File: src/lanes_pkg.sv
/* Shared widths, limits and packed bus structs for the read lane bundle */
package lanes_pkg;

    // --------------------
    // Sizes and limits
    // --------------------
    localparam int NUM_LANES        = 4;
    localparam int LANE_ID_W        = $clog2(NUM_LANES);
    localparam int ADDR_W           = 16;
    localparam int DATA_W           = 32;
    localparam int COUNT_W          = 8;
    // Wide enough for the full bundle total
    localparam int SUM_W            = DATA_W + COUNT_W + 2;
    localparam int LANE_OUTSTANDING = 4;
    localparam int OUTSTANDING_W    = $clog2(LANE_OUTSTANDING + 1);
    localparam int MEM_CREDITS      = 8;
    localparam int CREDIT_W         = $clog2(MEM_CREDITS + 1);

    // --------------------
    // Types
    // --------------------
    typedef logic [LANE_ID_W-1:0] lane_id_t;

    // Payload stored in each lane response FIFO
    typedef logic [DATA_W-1:0] lane_data_t;

    typedef struct packed {
        logic               valid;
        logic [ADDR_W-1:0]  base_addr;
        logic [COUNT_W-1:0] count;
    } descriptor_t;

    typedef struct packed {
        logic              valid;
        lane_id_t          lane_id;
        logic [ADDR_W-1:0] addr;
    } mem_request_t;

    // Lane id comes back unchanged from the request
    typedef struct packed {
        logic       valid;
        lane_id_t   lane_id;
        lane_data_t data;
    } mem_response_t;

    typedef struct packed {
        logic             valid;
        logic [SUM_W-1:0] sum;
    } result_t;

endpackage

File: src/sync_fifo.sv
/* Synchronous circular-buffer FIFO with a type parameter for its entry */
`timescale 1ns/1ps

module sync_fifo #(
    parameter type entry_t = logic,
    parameter int  DEPTH   = 4
) (
    input  logic   ap_clk,
    input  logic   areset_lanes,
    input  logic   push,
    input  entry_t push_data,
    input  logic   pop,
    output entry_t pop_data,
    output logic   empty,
    output logic   full
);

    // DEPTH must be a power of two so the pointers wrap on their own
    entry_t                     mem [DEPTH];
    logic [$clog2(DEPTH)-1:0]   wr_ptr;
    logic [$clog2(DEPTH)-1:0]   rd_ptr;
    logic [$clog2(DEPTH):0]     occupancy;
    logic                       do_push;
    logic                       do_pop;

    assign do_push  = push && !full;
    assign do_pop   = pop && !empty;
    assign empty    = (occupancy == '0);
    assign full     = (occupancy == ($clog2(DEPTH) + 1)'(DEPTH));
    assign pop_data = mem[rd_ptr];

    always_ff @(posedge ap_clk) begin
        if (do_push) begin
            mem[wr_ptr] <= push_data;
        end
    end

    always_ff @(posedge ap_clk) begin
        if (areset_lanes) begin
            wr_ptr    <= '0;
            rd_ptr    <= '0;
            occupancy <= '0;
        end else begin
            if (do_push) begin
                wr_ptr <= wr_ptr + 1'b1;
            end
            if (do_pop) begin
                rd_ptr <= rd_ptr + 1'b1;
            end
            case ({do_push, do_pop})
                2'b10:   occupancy <= occupancy + 1'b1;
                2'b01:   occupancy <= occupancy - 1'b1;
                default: occupancy <= occupancy;
            endcase
        end
    end

    // The reader must check empty first
    a_no_pop_empty: assert property (@(posedge ap_clk) disable iff (areset_lanes)
        pop |-> !empty);

endmodule

File: src/lane_engine.sv
/* Single read lane: interleaved address generation, in-flight tracking
   and accumulation of the returned words */
`timescale 1ns/1ps

module lane_engine #(
    parameter int LANE_INDEX = 0
) (
    input  logic                          ap_clk,
    input  logic                          areset_lanes,
    input  logic                          start,
    input  logic [lanes_pkg::ADDR_W-1:0]  base_addr,
    input  logic [lanes_pkg::COUNT_W-1:0] count,
    output logic                          req_valid,
    output logic [lanes_pkg::ADDR_W-1:0]  req_addr,
    input  logic                          grant,
    input  logic                          rsp_empty,
    input  lanes_pkg::lane_data_t         rsp_data,
    output logic                          rsp_pop,
    output logic                          lane_done,
    output logic [lanes_pkg::SUM_W-1:0]   lane_sum
);

    logic                                active;
    logic [lanes_pkg::COUNT_W-1:0]       issued;
    logic [lanes_pkg::COUNT_W-1:0]       received;
    logic [lanes_pkg::OUTSTANDING_W-1:0] inflight;
    logic [lanes_pkg::ADDR_W-1:0]        next_addr;

    // Cap on in-flight reads keeps the response FIFO from overflowing
    assign req_valid = active && (issued != count) &&
                       (inflight < lanes_pkg::OUTSTANDING_W'(lanes_pkg::LANE_OUTSTANDING));
    assign req_addr  = next_addr;
    assign rsp_pop   = !rsp_empty;

    // --------------------
    // Control state
    // --------------------
    always_ff @(posedge ap_clk) begin
        if (areset_lanes) begin
            active    <= 1'b0;
            issued    <= '0;
            received  <= '0;
            lane_done <= 1'b0;
        end else if (start) begin
            active    <= 1'b1;
            issued    <= '0;
            received  <= '0;
            lane_done <= 1'b0;
        end else begin
            if (grant) begin
                issued <= issued + 1'b1;
            end
            if (rsp_pop) begin
                received <= received + 1'b1;
            end
            if (active && (received == count)) begin
                active    <= 1'b0;
                lane_done <= 1'b1;
            end
        end
    end

    always_ff @(posedge ap_clk) begin
        if (areset_lanes) begin
            inflight <= '0;
        end else begin
            case ({grant, rsp_pop})
                2'b10:   inflight <= inflight + 1'b1;
                2'b01:   inflight <= inflight - 1'b1;
                default: inflight <= inflight;
            endcase
        end
    end

    // --------------------
    // Address and sum
    // --------------------
    always_ff @(posedge ap_clk) begin
        if (start) begin
            next_addr <= base_addr + lanes_pkg::ADDR_W'(LANE_INDEX);
            lane_sum  <= '0;
        end else begin
            if (grant) begin
                next_addr <= next_addr + lanes_pkg::ADDR_W'(lanes_pkg::NUM_LANES);
            end
            if (rsp_pop) begin
                lane_sum <= lane_sum + lanes_pkg::SUM_W'(rsp_data);
            end
        end
    end

    a_inflight_cap: assert property (@(posedge ap_clk) disable iff (areset_lanes)
        inflight <= lanes_pkg::OUTSTANDING_W'(lanes_pkg::LANE_OUTSTANDING));

    // A routed response always belongs to a read this lane issued
    a_pop_has_read: assert property (@(posedge ap_clk) disable iff (areset_lanes)
        rsp_pop |-> (inflight != '0));

endmodule

File: src/request_arbiter.sv
/* Round-robin N-to-1 memory request arbiter with credit counter and
   registered request output */
`timescale 1ns/1ps

module request_arbiter (
    input  logic                            ap_clk,
    input  logic                            areset_lanes,
    input  logic [lanes_pkg::NUM_LANES-1:0] req_valid,
    input  logic [lanes_pkg::ADDR_W-1:0]    req_addr [lanes_pkg::NUM_LANES],
    output logic [lanes_pkg::NUM_LANES-1:0] grant,
    input  logic                            credit_return,
    output lanes_pkg::mem_request_t         request_memory_out
);

    lanes_pkg::lane_id_t            rr_ptr;
    lanes_pkg::lane_id_t            scan_idx;
    lanes_pkg::lane_id_t            winner;
    logic                           found;
    logic                           credit_ok;
    logic [lanes_pkg::CREDIT_W-1:0] credits;

    assign credit_ok = (credits != '0);

    // --------------------
    // Round-robin pick
    // --------------------
    always_comb begin
        found    = 1'b0;
        winner   = '0;
        scan_idx = '0;
        // Scan starts at the lane after the last winner
        for (int k = 0; k < lanes_pkg::NUM_LANES; k++) begin
            scan_idx = lanes_pkg::lane_id_t'((int'(rr_ptr) + k) % lanes_pkg::NUM_LANES);
            if (!found && req_valid[scan_idx]) begin
                found  = 1'b1;
                winner = scan_idx;
            end
        end
        grant = '0;
        if (found && credit_ok) begin
            grant[winner] = 1'b1;
        end
    end

    always_ff @(posedge ap_clk) begin
        if (areset_lanes) begin
            rr_ptr <= '0;
        end else if (|grant) begin
            rr_ptr <= lanes_pkg::lane_id_t'((int'(winner) + 1) % lanes_pkg::NUM_LANES);
        end
    end

    // --------------------
    // Credits
    // --------------------
    always_ff @(posedge ap_clk) begin
        if (areset_lanes) begin
            credits <= lanes_pkg::CREDIT_W'(lanes_pkg::MEM_CREDITS);
        end else begin
            case ({|grant, credit_return})
                2'b10:   credits <= credits - 1'b1;
                2'b01:   credits <= credits + 1'b1;
                default: credits <= credits;
            endcase
        end
    end

    // Output register, payload held until the next grant
    always_ff @(posedge ap_clk) begin
        if (areset_lanes) begin
            request_memory_out.valid <= 1'b0;
        end else begin
            request_memory_out.valid <= |grant;
        end
        if (|grant) begin
            request_memory_out.lane_id <= winner;
            request_memory_out.addr    <= req_addr[winner];
        end
    end

    a_grant_onehot: assert property (@(posedge ap_clk) disable iff (areset_lanes)
        $onehot0(grant));

    // Memory must not return more credits than it handed out
    a_credit_max: assert property (@(posedge ap_clk) disable iff (areset_lanes)
        credits <= lanes_pkg::CREDIT_W'(lanes_pkg::MEM_CREDITS));

endmodule

File: src/response_router.sv
/* 1-to-N memory response router with one response FIFO per lane */
`timescale 1ns/1ps

module response_router (
    input  logic                            ap_clk,
    input  logic                            areset_lanes,
    input  lanes_pkg::mem_response_t        response_memory_in,
    input  logic [lanes_pkg::NUM_LANES-1:0] rsp_pop,
    output logic [lanes_pkg::NUM_LANES-1:0] rsp_empty,
    output lanes_pkg::lane_data_t           rsp_data [lanes_pkg::NUM_LANES]
);

    lanes_pkg::mem_response_t        rsp_reg;
    logic [lanes_pkg::NUM_LANES-1:0] push;
    logic [lanes_pkg::NUM_LANES-1:0] fifo_full;

    // Input register, only valid is cleared
    always_ff @(posedge ap_clk) begin
        rsp_reg <= response_memory_in;
        if (areset_lanes) begin
            rsp_reg.valid <= 1'b0;
        end
    end

    // --------------------
    // Lane id decode
    // --------------------
    for (genvar i = 0; i < lanes_pkg::NUM_LANES; i++) begin : gen_lane_fifo
        assign push[i] = rsp_reg.valid && (rsp_reg.lane_id == lanes_pkg::lane_id_t'(i));

        sync_fifo #(
            .entry_t (lanes_pkg::lane_data_t),
            .DEPTH   (lanes_pkg::LANE_OUTSTANDING)
        ) u_rsp_fifo (
            .ap_clk       (ap_clk),
            .areset_lanes (areset_lanes),
            .push         (push[i]),
            .push_data    (rsp_reg.data),
            .pop          (rsp_pop[i]),
            .pop_data     (rsp_data[i]),
            .empty        (rsp_empty[i]),
            .full         (fifo_full[i])
        );

        // Holds as long as each lane caps its in-flight reads
        a_no_push_full: assert property (@(posedge ap_clk) disable iff (areset_lanes)
            push[i] |-> !fifo_full[i]);
    end

endmodule

File: src/bundle_control.sv
/* Descriptor register, idle/busy FSM, lane done collection and result */
`timescale 1ns/1ps

module bundle_control (
    input  logic                            ap_clk,
    input  logic                            areset_lanes,
    input  lanes_pkg::descriptor_t          descriptor_in,
    input  logic [lanes_pkg::NUM_LANES-1:0] lane_done,
    input  logic [lanes_pkg::SUM_W-1:0]     lane_sum [lanes_pkg::NUM_LANES],
    output logic                            start,
    output logic [lanes_pkg::ADDR_W-1:0]    base_addr,
    output logic [lanes_pkg::COUNT_W-1:0]   count,
    output lanes_pkg::result_t              result_out,
    output logic                            idle
);

    typedef enum logic [1:0] {
        ST_IDLE,
        ST_BUSY,
        ST_FINISH
    } state_t;

    state_t                     state;
    logic                       accept;
    logic                       all_done;
    logic [lanes_pkg::SUM_W-1:0] total_sum;

    assign idle   = (state == ST_IDLE);
    assign accept = idle && descriptor_in.valid;
    // Lane done flags from the last run are stale while start is high
    assign all_done = (state == ST_BUSY) && !start && (&lane_done);

    always_comb begin
        total_sum = '0;
        for (int k = 0; k < lanes_pkg::NUM_LANES; k++) begin
            total_sum = total_sum + lane_sum[k];
        end
    end

    // --------------------
    // FSM
    // --------------------
    always_ff @(posedge ap_clk) begin
        if (areset_lanes) begin
            state <= ST_IDLE;
            start <= 1'b0;
        end else begin
            start <= accept;
            case (state)
                ST_IDLE:   if (accept) state <= ST_BUSY;
                ST_BUSY:   if (all_done) state <= ST_FINISH;
                default:   state <= ST_IDLE;
            endcase
        end
    end

    always_ff @(posedge ap_clk) begin
        if (accept) begin
            base_addr <= descriptor_in.base_addr;
            count     <= descriptor_in.count;
        end
    end

    always_ff @(posedge ap_clk) begin
        if (areset_lanes) begin
            result_out.valid <= 1'b0;
        end else begin
            result_out.valid <= all_done;
        end
        if (all_done) begin
            result_out.sum <= total_sum;
        end
    end

endmodule

File: src/bundle_lanes.sv
/* Top level of the read lane bundle: control, lanes, request arbiter
   and response router */
`timescale 1ns/1ps

module bundle_lanes (
    input  logic                     ap_clk,
    input  logic                     areset_lanes,
    input  lanes_pkg::descriptor_t   descriptor_in,
    output lanes_pkg::mem_request_t  request_memory_out,
    input  logic                     credit_return,
    input  lanes_pkg::mem_response_t response_memory_in,
    output lanes_pkg::result_t       result_out,
    output logic                     idle
);

    // --------------------
    // Control to lanes
    // --------------------
    logic                          start;
    logic [lanes_pkg::ADDR_W-1:0]  base_addr;
    logic [lanes_pkg::COUNT_W-1:0] count;

    logic [lanes_pkg::NUM_LANES-1:0] lane_done;
    logic [lanes_pkg::SUM_W-1:0]     lane_sum [lanes_pkg::NUM_LANES];

    // --------------------
    // Lanes to arbiter
    // --------------------
    logic [lanes_pkg::NUM_LANES-1:0] req_valid;
    logic [lanes_pkg::ADDR_W-1:0]    req_addr [lanes_pkg::NUM_LANES];
    logic [lanes_pkg::NUM_LANES-1:0] grant;

    // Router to lanes
    logic [lanes_pkg::NUM_LANES-1:0] rsp_pop;
    logic [lanes_pkg::NUM_LANES-1:0] rsp_empty;
    lanes_pkg::lane_data_t           rsp_data [lanes_pkg::NUM_LANES];

    bundle_control u_control (
        .ap_clk        (ap_clk),
        .areset_lanes  (areset_lanes),
        .descriptor_in (descriptor_in),
        .lane_done     (lane_done),
        .lane_sum      (lane_sum),
        .start         (start),
        .base_addr     (base_addr),
        .count         (count),
        .result_out    (result_out),
        .idle          (idle)
    );

    for (genvar i = 0; i < lanes_pkg::NUM_LANES; i++) begin : gen_lane
        lane_engine #(
            .LANE_INDEX (i)
        ) u_lane (
            .ap_clk       (ap_clk),
            .areset_lanes (areset_lanes),
            .start        (start),
            .base_addr    (base_addr),
            .count        (count),
            .req_valid    (req_valid[i]),
            .req_addr     (req_addr[i]),
            .grant        (grant[i]),
            .rsp_empty    (rsp_empty[i]),
            .rsp_data     (rsp_data[i]),
            .rsp_pop      (rsp_pop[i]),
            .lane_done    (lane_done[i]),
            .lane_sum     (lane_sum[i])
        );
    end

    request_arbiter u_arbiter (
        .ap_clk             (ap_clk),
        .areset_lanes       (areset_lanes),
        .req_valid          (req_valid),
        .req_addr           (req_addr),
        .grant              (grant),
        .credit_return      (credit_return),
        .request_memory_out (request_memory_out)
    );

    response_router u_router (
        .ap_clk             (ap_clk),
        .areset_lanes       (areset_lanes),
        .response_memory_in (response_memory_in),
        .rsp_pop            (rsp_pop),
        .rsp_empty          (rsp_empty),
        .rsp_data           (rsp_data)
    );

endmodule

File: config.mk
export PLATFORM = sky130hd
export DESIGN_NAME = bundle_lanes
export DESIGN_NICKNAME = d
export VERILOG_FILES = /design/src/lanes_pkg.sv /design/src/sync_fifo.sv /design/src/lane_engine.sv /design/src/request_arbiter.sv /design/src/response_router.sv /design/src/bundle_control.sv /design/src/bundle_lanes.sv
export SDC_FILE = /design/constraint.sdc
export NUM_CORES = 2
export LEC_CHECK = 0
export BUFFER_PORTS_ARGS = -buffer_cell sky130_fd_sc_hd__buf_2
export CAP_MARGIN = 30
export CORE_ASPECT_RATIO = 2
export CORE_MARGIN = 3
export CORE_UTILIZATION = 43
export CTS_CLUSTER_SIZE = 25
export DETAILED_ROUTE_END_ITERATION = 8
export SETUP_SLACK_MARGIN = 0.2
export SLEW_MARGIN = 40
export SYNTH_ARGS = -nofsm -noshare
export SYNTH_HDL_FRONTEND = slang
export SYNTH_SLANG_ARGS = --single-unit
File: constraint.sdc
create_clock -name ap_clk -period 12.7 [get_ports ap_clk]
set_clock_uncertainty 0.1 [all_clocks]
set_input_delay 0.635 -clock ap_clk [delete_from_list [all_inputs] [get_ports ap_clk]]
set_output_delay 0.635 -clock ap_clk [all_outputs]
set_load 0.005 [all_outputs]
==> metrics.txt <==
Remaining DRCs=0; Final #Nets=4663; die width=247 µm; cell area after layout=0.0557 mm²; worst endpoint required time=13.17 ns; Congestion Overflow GR=0; initial antenna violation count=1; Cell Rows=176; CTS HTree Levels=3; Synth Flop Type=edfxtp_1; largest net degree at the start of global routing=82; Slew headroom=0.410; Final Hold Viols=0; final max-slew violation count=0; Post-CTS Setup Inserts=0; NetSw=6.68 mW; Sw Ratio=0.424; first-pass GRT wire length=206 mm; CTS Buf Count=90; top-area cell type share of the netlist area=0.398; via count=32966; Yosys reg bits=994; clock root cell=clkbuf_16; Clock Sinks=994; GPL Wtd Cong=0.941; Synth cell types=83; Commonest cells post-synth=660 x edfxtp_1, 349 x nand2_1, 334 x dfxtp_1; FF-to-FF setup slack=7.49 ns; period utilization=0.410; Area growth syn-to-layout=11.8%; GRT Total Usage=0.229; Routed Antenna Nets=0; CP Launch Type=register; CTS tree=done; share of layout cells above drive strength 1=0.120; Combinational Power Share=0.535; Tmin final=5.21 ns; DIE AREA=0.120 mm²; Core Footprint=0.115 mm²; most used cell, CP=ha_1; setup violators final=0; PwrDens=283 mW/mm²; clock latency on the worst-skew pair=0.71 ns; number of flip-flops under the largest register name=512; dpl cell area=0.0520 mm²; CP max FO=36; initial core utilization=0.433; Boundary Pins=126; fin util=0.484; Clock power frac=0.181; post-synthesis sequential area ratio=0.532; fmax=0.192 GHz; vias in the first global route=34189; Cell Int Power=9.07 mW; height of the die=487 µm; critical path type=register to register; first-pass detailed-route iteration total=6; Top reg by flops=u_router.gen_lane_fifo.u_rsp_fifo.mem; cells along the critical path=xnor2_1, nand4_1, o21ai_1, nand2_1, a21o_1, a21oi_4, buf_4, inv_1, ha_1, and2_1, nor4_4, ha_1, inv_1, ha_1, a21o_1, a21oi_1, xnor2_1, o21ai_0, or3b_2; setup TNS=0 ns; Synth area leader=edfxtp_1; CP arrival=5.68 ns; number of synthesized flops with an enable pin=660; Clock transition at path regs=0.07 ns; status=finished clean; Hold WC Path Type=input port to register; VDD IR-drop max=0.184 mV; crit end category=register; clk buf depth=3; drt wl/cell=23.4 µm; Critical Path Max Stage Delay=0.63 ns; most numerous cell in the Yosys netlist=edfxtp_1; Cell Area, Synth=0.0498 mm²; slowest library cell on the worst path=edfxtp_1; Worst-Margin Slew=0.880 ns; top post-synthesis cells by area=edfxtp_1 40%, dfxtp_1 13%, mux4_2 5.8%; Mapped Cells=4149; max-cap viol count=0; syn avg cell area=12.0 µm²; Synthesized Nets=4523; leakage=20.7 nW; unrepaired setup endpoints after global routing=no; DPL Wire Length=101 mm; routed vias/inst=5.61; final WL=138 mm; synth warn=0; Flop pwr share=0.284; 1st-iter DRT viols=2038; IO buf count=125; Final Power=15.7 mW; Async SR Flop Fraction=0
==> power by group through the flow <==
| stage | sequential, mW | combinational, mW | clock, mW |
|---|---|---|---|
| final | 4.47 | 8.42 | 2.86 |
| after global routing | 4.52 | 9.31 | 3.04 |
| after CTS | 4.48 | 8.41 | 2.93 |
| after detailed placement | 4.55 | 8.34 | 0 |
| after global placement | 4.54 | 8.26 | 0 |
| after floorplan | 4.38 | 6.19 | 0 |
==> final cells by class <==
class	instances	area [µm²]
multi-input combinational	2828	22100
inverter	147	552
clock inverter	54	603
timing repair buffer	228	1550
clock buffer	116	2460
tap	1513	1890
sequential	994	26500
fill	10261	59300
antenna	1	2.50
==> logic make-up (layout without fill, tap and decap cells) <==
kind of cell               after synthesis  count (layout)  share of synthesized area
DFF                                    994             994                      0.532
buffers and inverters                  327             545                     0.0251
other                                    0               1                          0
AOI/OAI and AO/OA                      791             791                      0.101
muxes                                  202             202                     0.0729
xor gates and xnor gates               372             372                     0.0654
and+or+nand+nor                       1152            1152                      0.111
adders and majority gates              311             311                     0.0925
==> metal layers <==
metal / track usage / part of all wire / routed length (µm)
met1: 0.222 / 0.33 / 46000
met2: 0.452 / 0.56 / 77200
met3: 0.0305 / 0.038 / 5260
met4: 0.133 / 0.066 / 9140
met5: 0 / 0 / 0
==> cells in the final DEF, fill, tap and decap left out, types with 14 or more instances in the layout <==
master | synthesis | routed
nor2b_1 | 37 | 37
a31oi_1 | 32 | 32
mux4_2 | 128 | 128
o211ai_1 | 17 | 17
nand2_1 | 349 | 349
o21ai_0 | 126 | 126
nor2_1 | 318 | 318
dlygate4sd3_1 | 0 | 54
nand4_1 | 64 | 64
dfxtp_1 | 334 | 328
mux2i_1 | 68 | 68
o21a_1 | 27 | 27
o31ai_1 | 14 | 14
nor4_1 | 19 | 19
nand2b_1 | 24 | 24
or3_1 | 42 | 42
xnor2_1 | 186 | 186
nand3_1 | 90 | 90
and2_2 | 0 | 16
a21oi_1 | 297 | 295
fa_1 | 95 | 95
edfxtp_1 | 660 | 660
nand3b_1 | 14 | 14
nor3_1 | 46 | 41
clkbuf_16 | 0 | 92
ha_1 | 216 | 216
and2_1 | 33 | 17
nor3b_1 | 15 | 15
clkbuf_1 | 129 | 17
a21o_1 | 111 | 111
clkinv_1 | 3 | 14
o21bai_1 | 25 | 25
a211oi_1 | 36 | 36
xor2_1 | 186 | 186
and3_1 | 52 | 52
buf_4 | 0 | 45
inv_1 | 143 | 141
buf_2 | 17 | 125
==> stage by stage <==
step	hold slack (ns)	setup WS [ns]	cells
2_1_floorplan	0.313	8.16	4149
3_3_place_gp	0.349	7.52	5656
3_5_place_dp	0.364	7.46	5656
4_1_cts	0.00917	7.44	5880
5_1_grt	0.0302	7.13	5881
6_report	0.0601	7.49	5881
==> what timing repair did <==
item	CTS	global route
endpoints found under the hold margin	54	0
hold buffers	54	0
setup endpoints to repair	0	0
gates resized for setup	0	0
==> worst max-delay path: cells and delay by family (launching register included) <==
kind | cells | cell delay (ns)
fa+ha+maj | 3 | 0.74
compound gates | 6 | 1.15
buf+inv | 3 | 0.76
flops | 1 | 0.63
xor+xnor | 2 | 0.35
simple gates | 5 | 1.36
==> worst paths after layout <==
kind,cells after the start,to,startpoint
min,2,u_router.rsp_reg[34],response_memory_in[34]
max,19,u_arbiter.credits[3],u_control.count[2]
min reg2reg,2,gen_lane[2].u_lane.lane_sum[6],gen_lane[2].u_lane.lane_sum[6]
max reg2reg,19,u_arbiter.credits[3],u_control.count[2]
(Power assumes the default switching activity.)
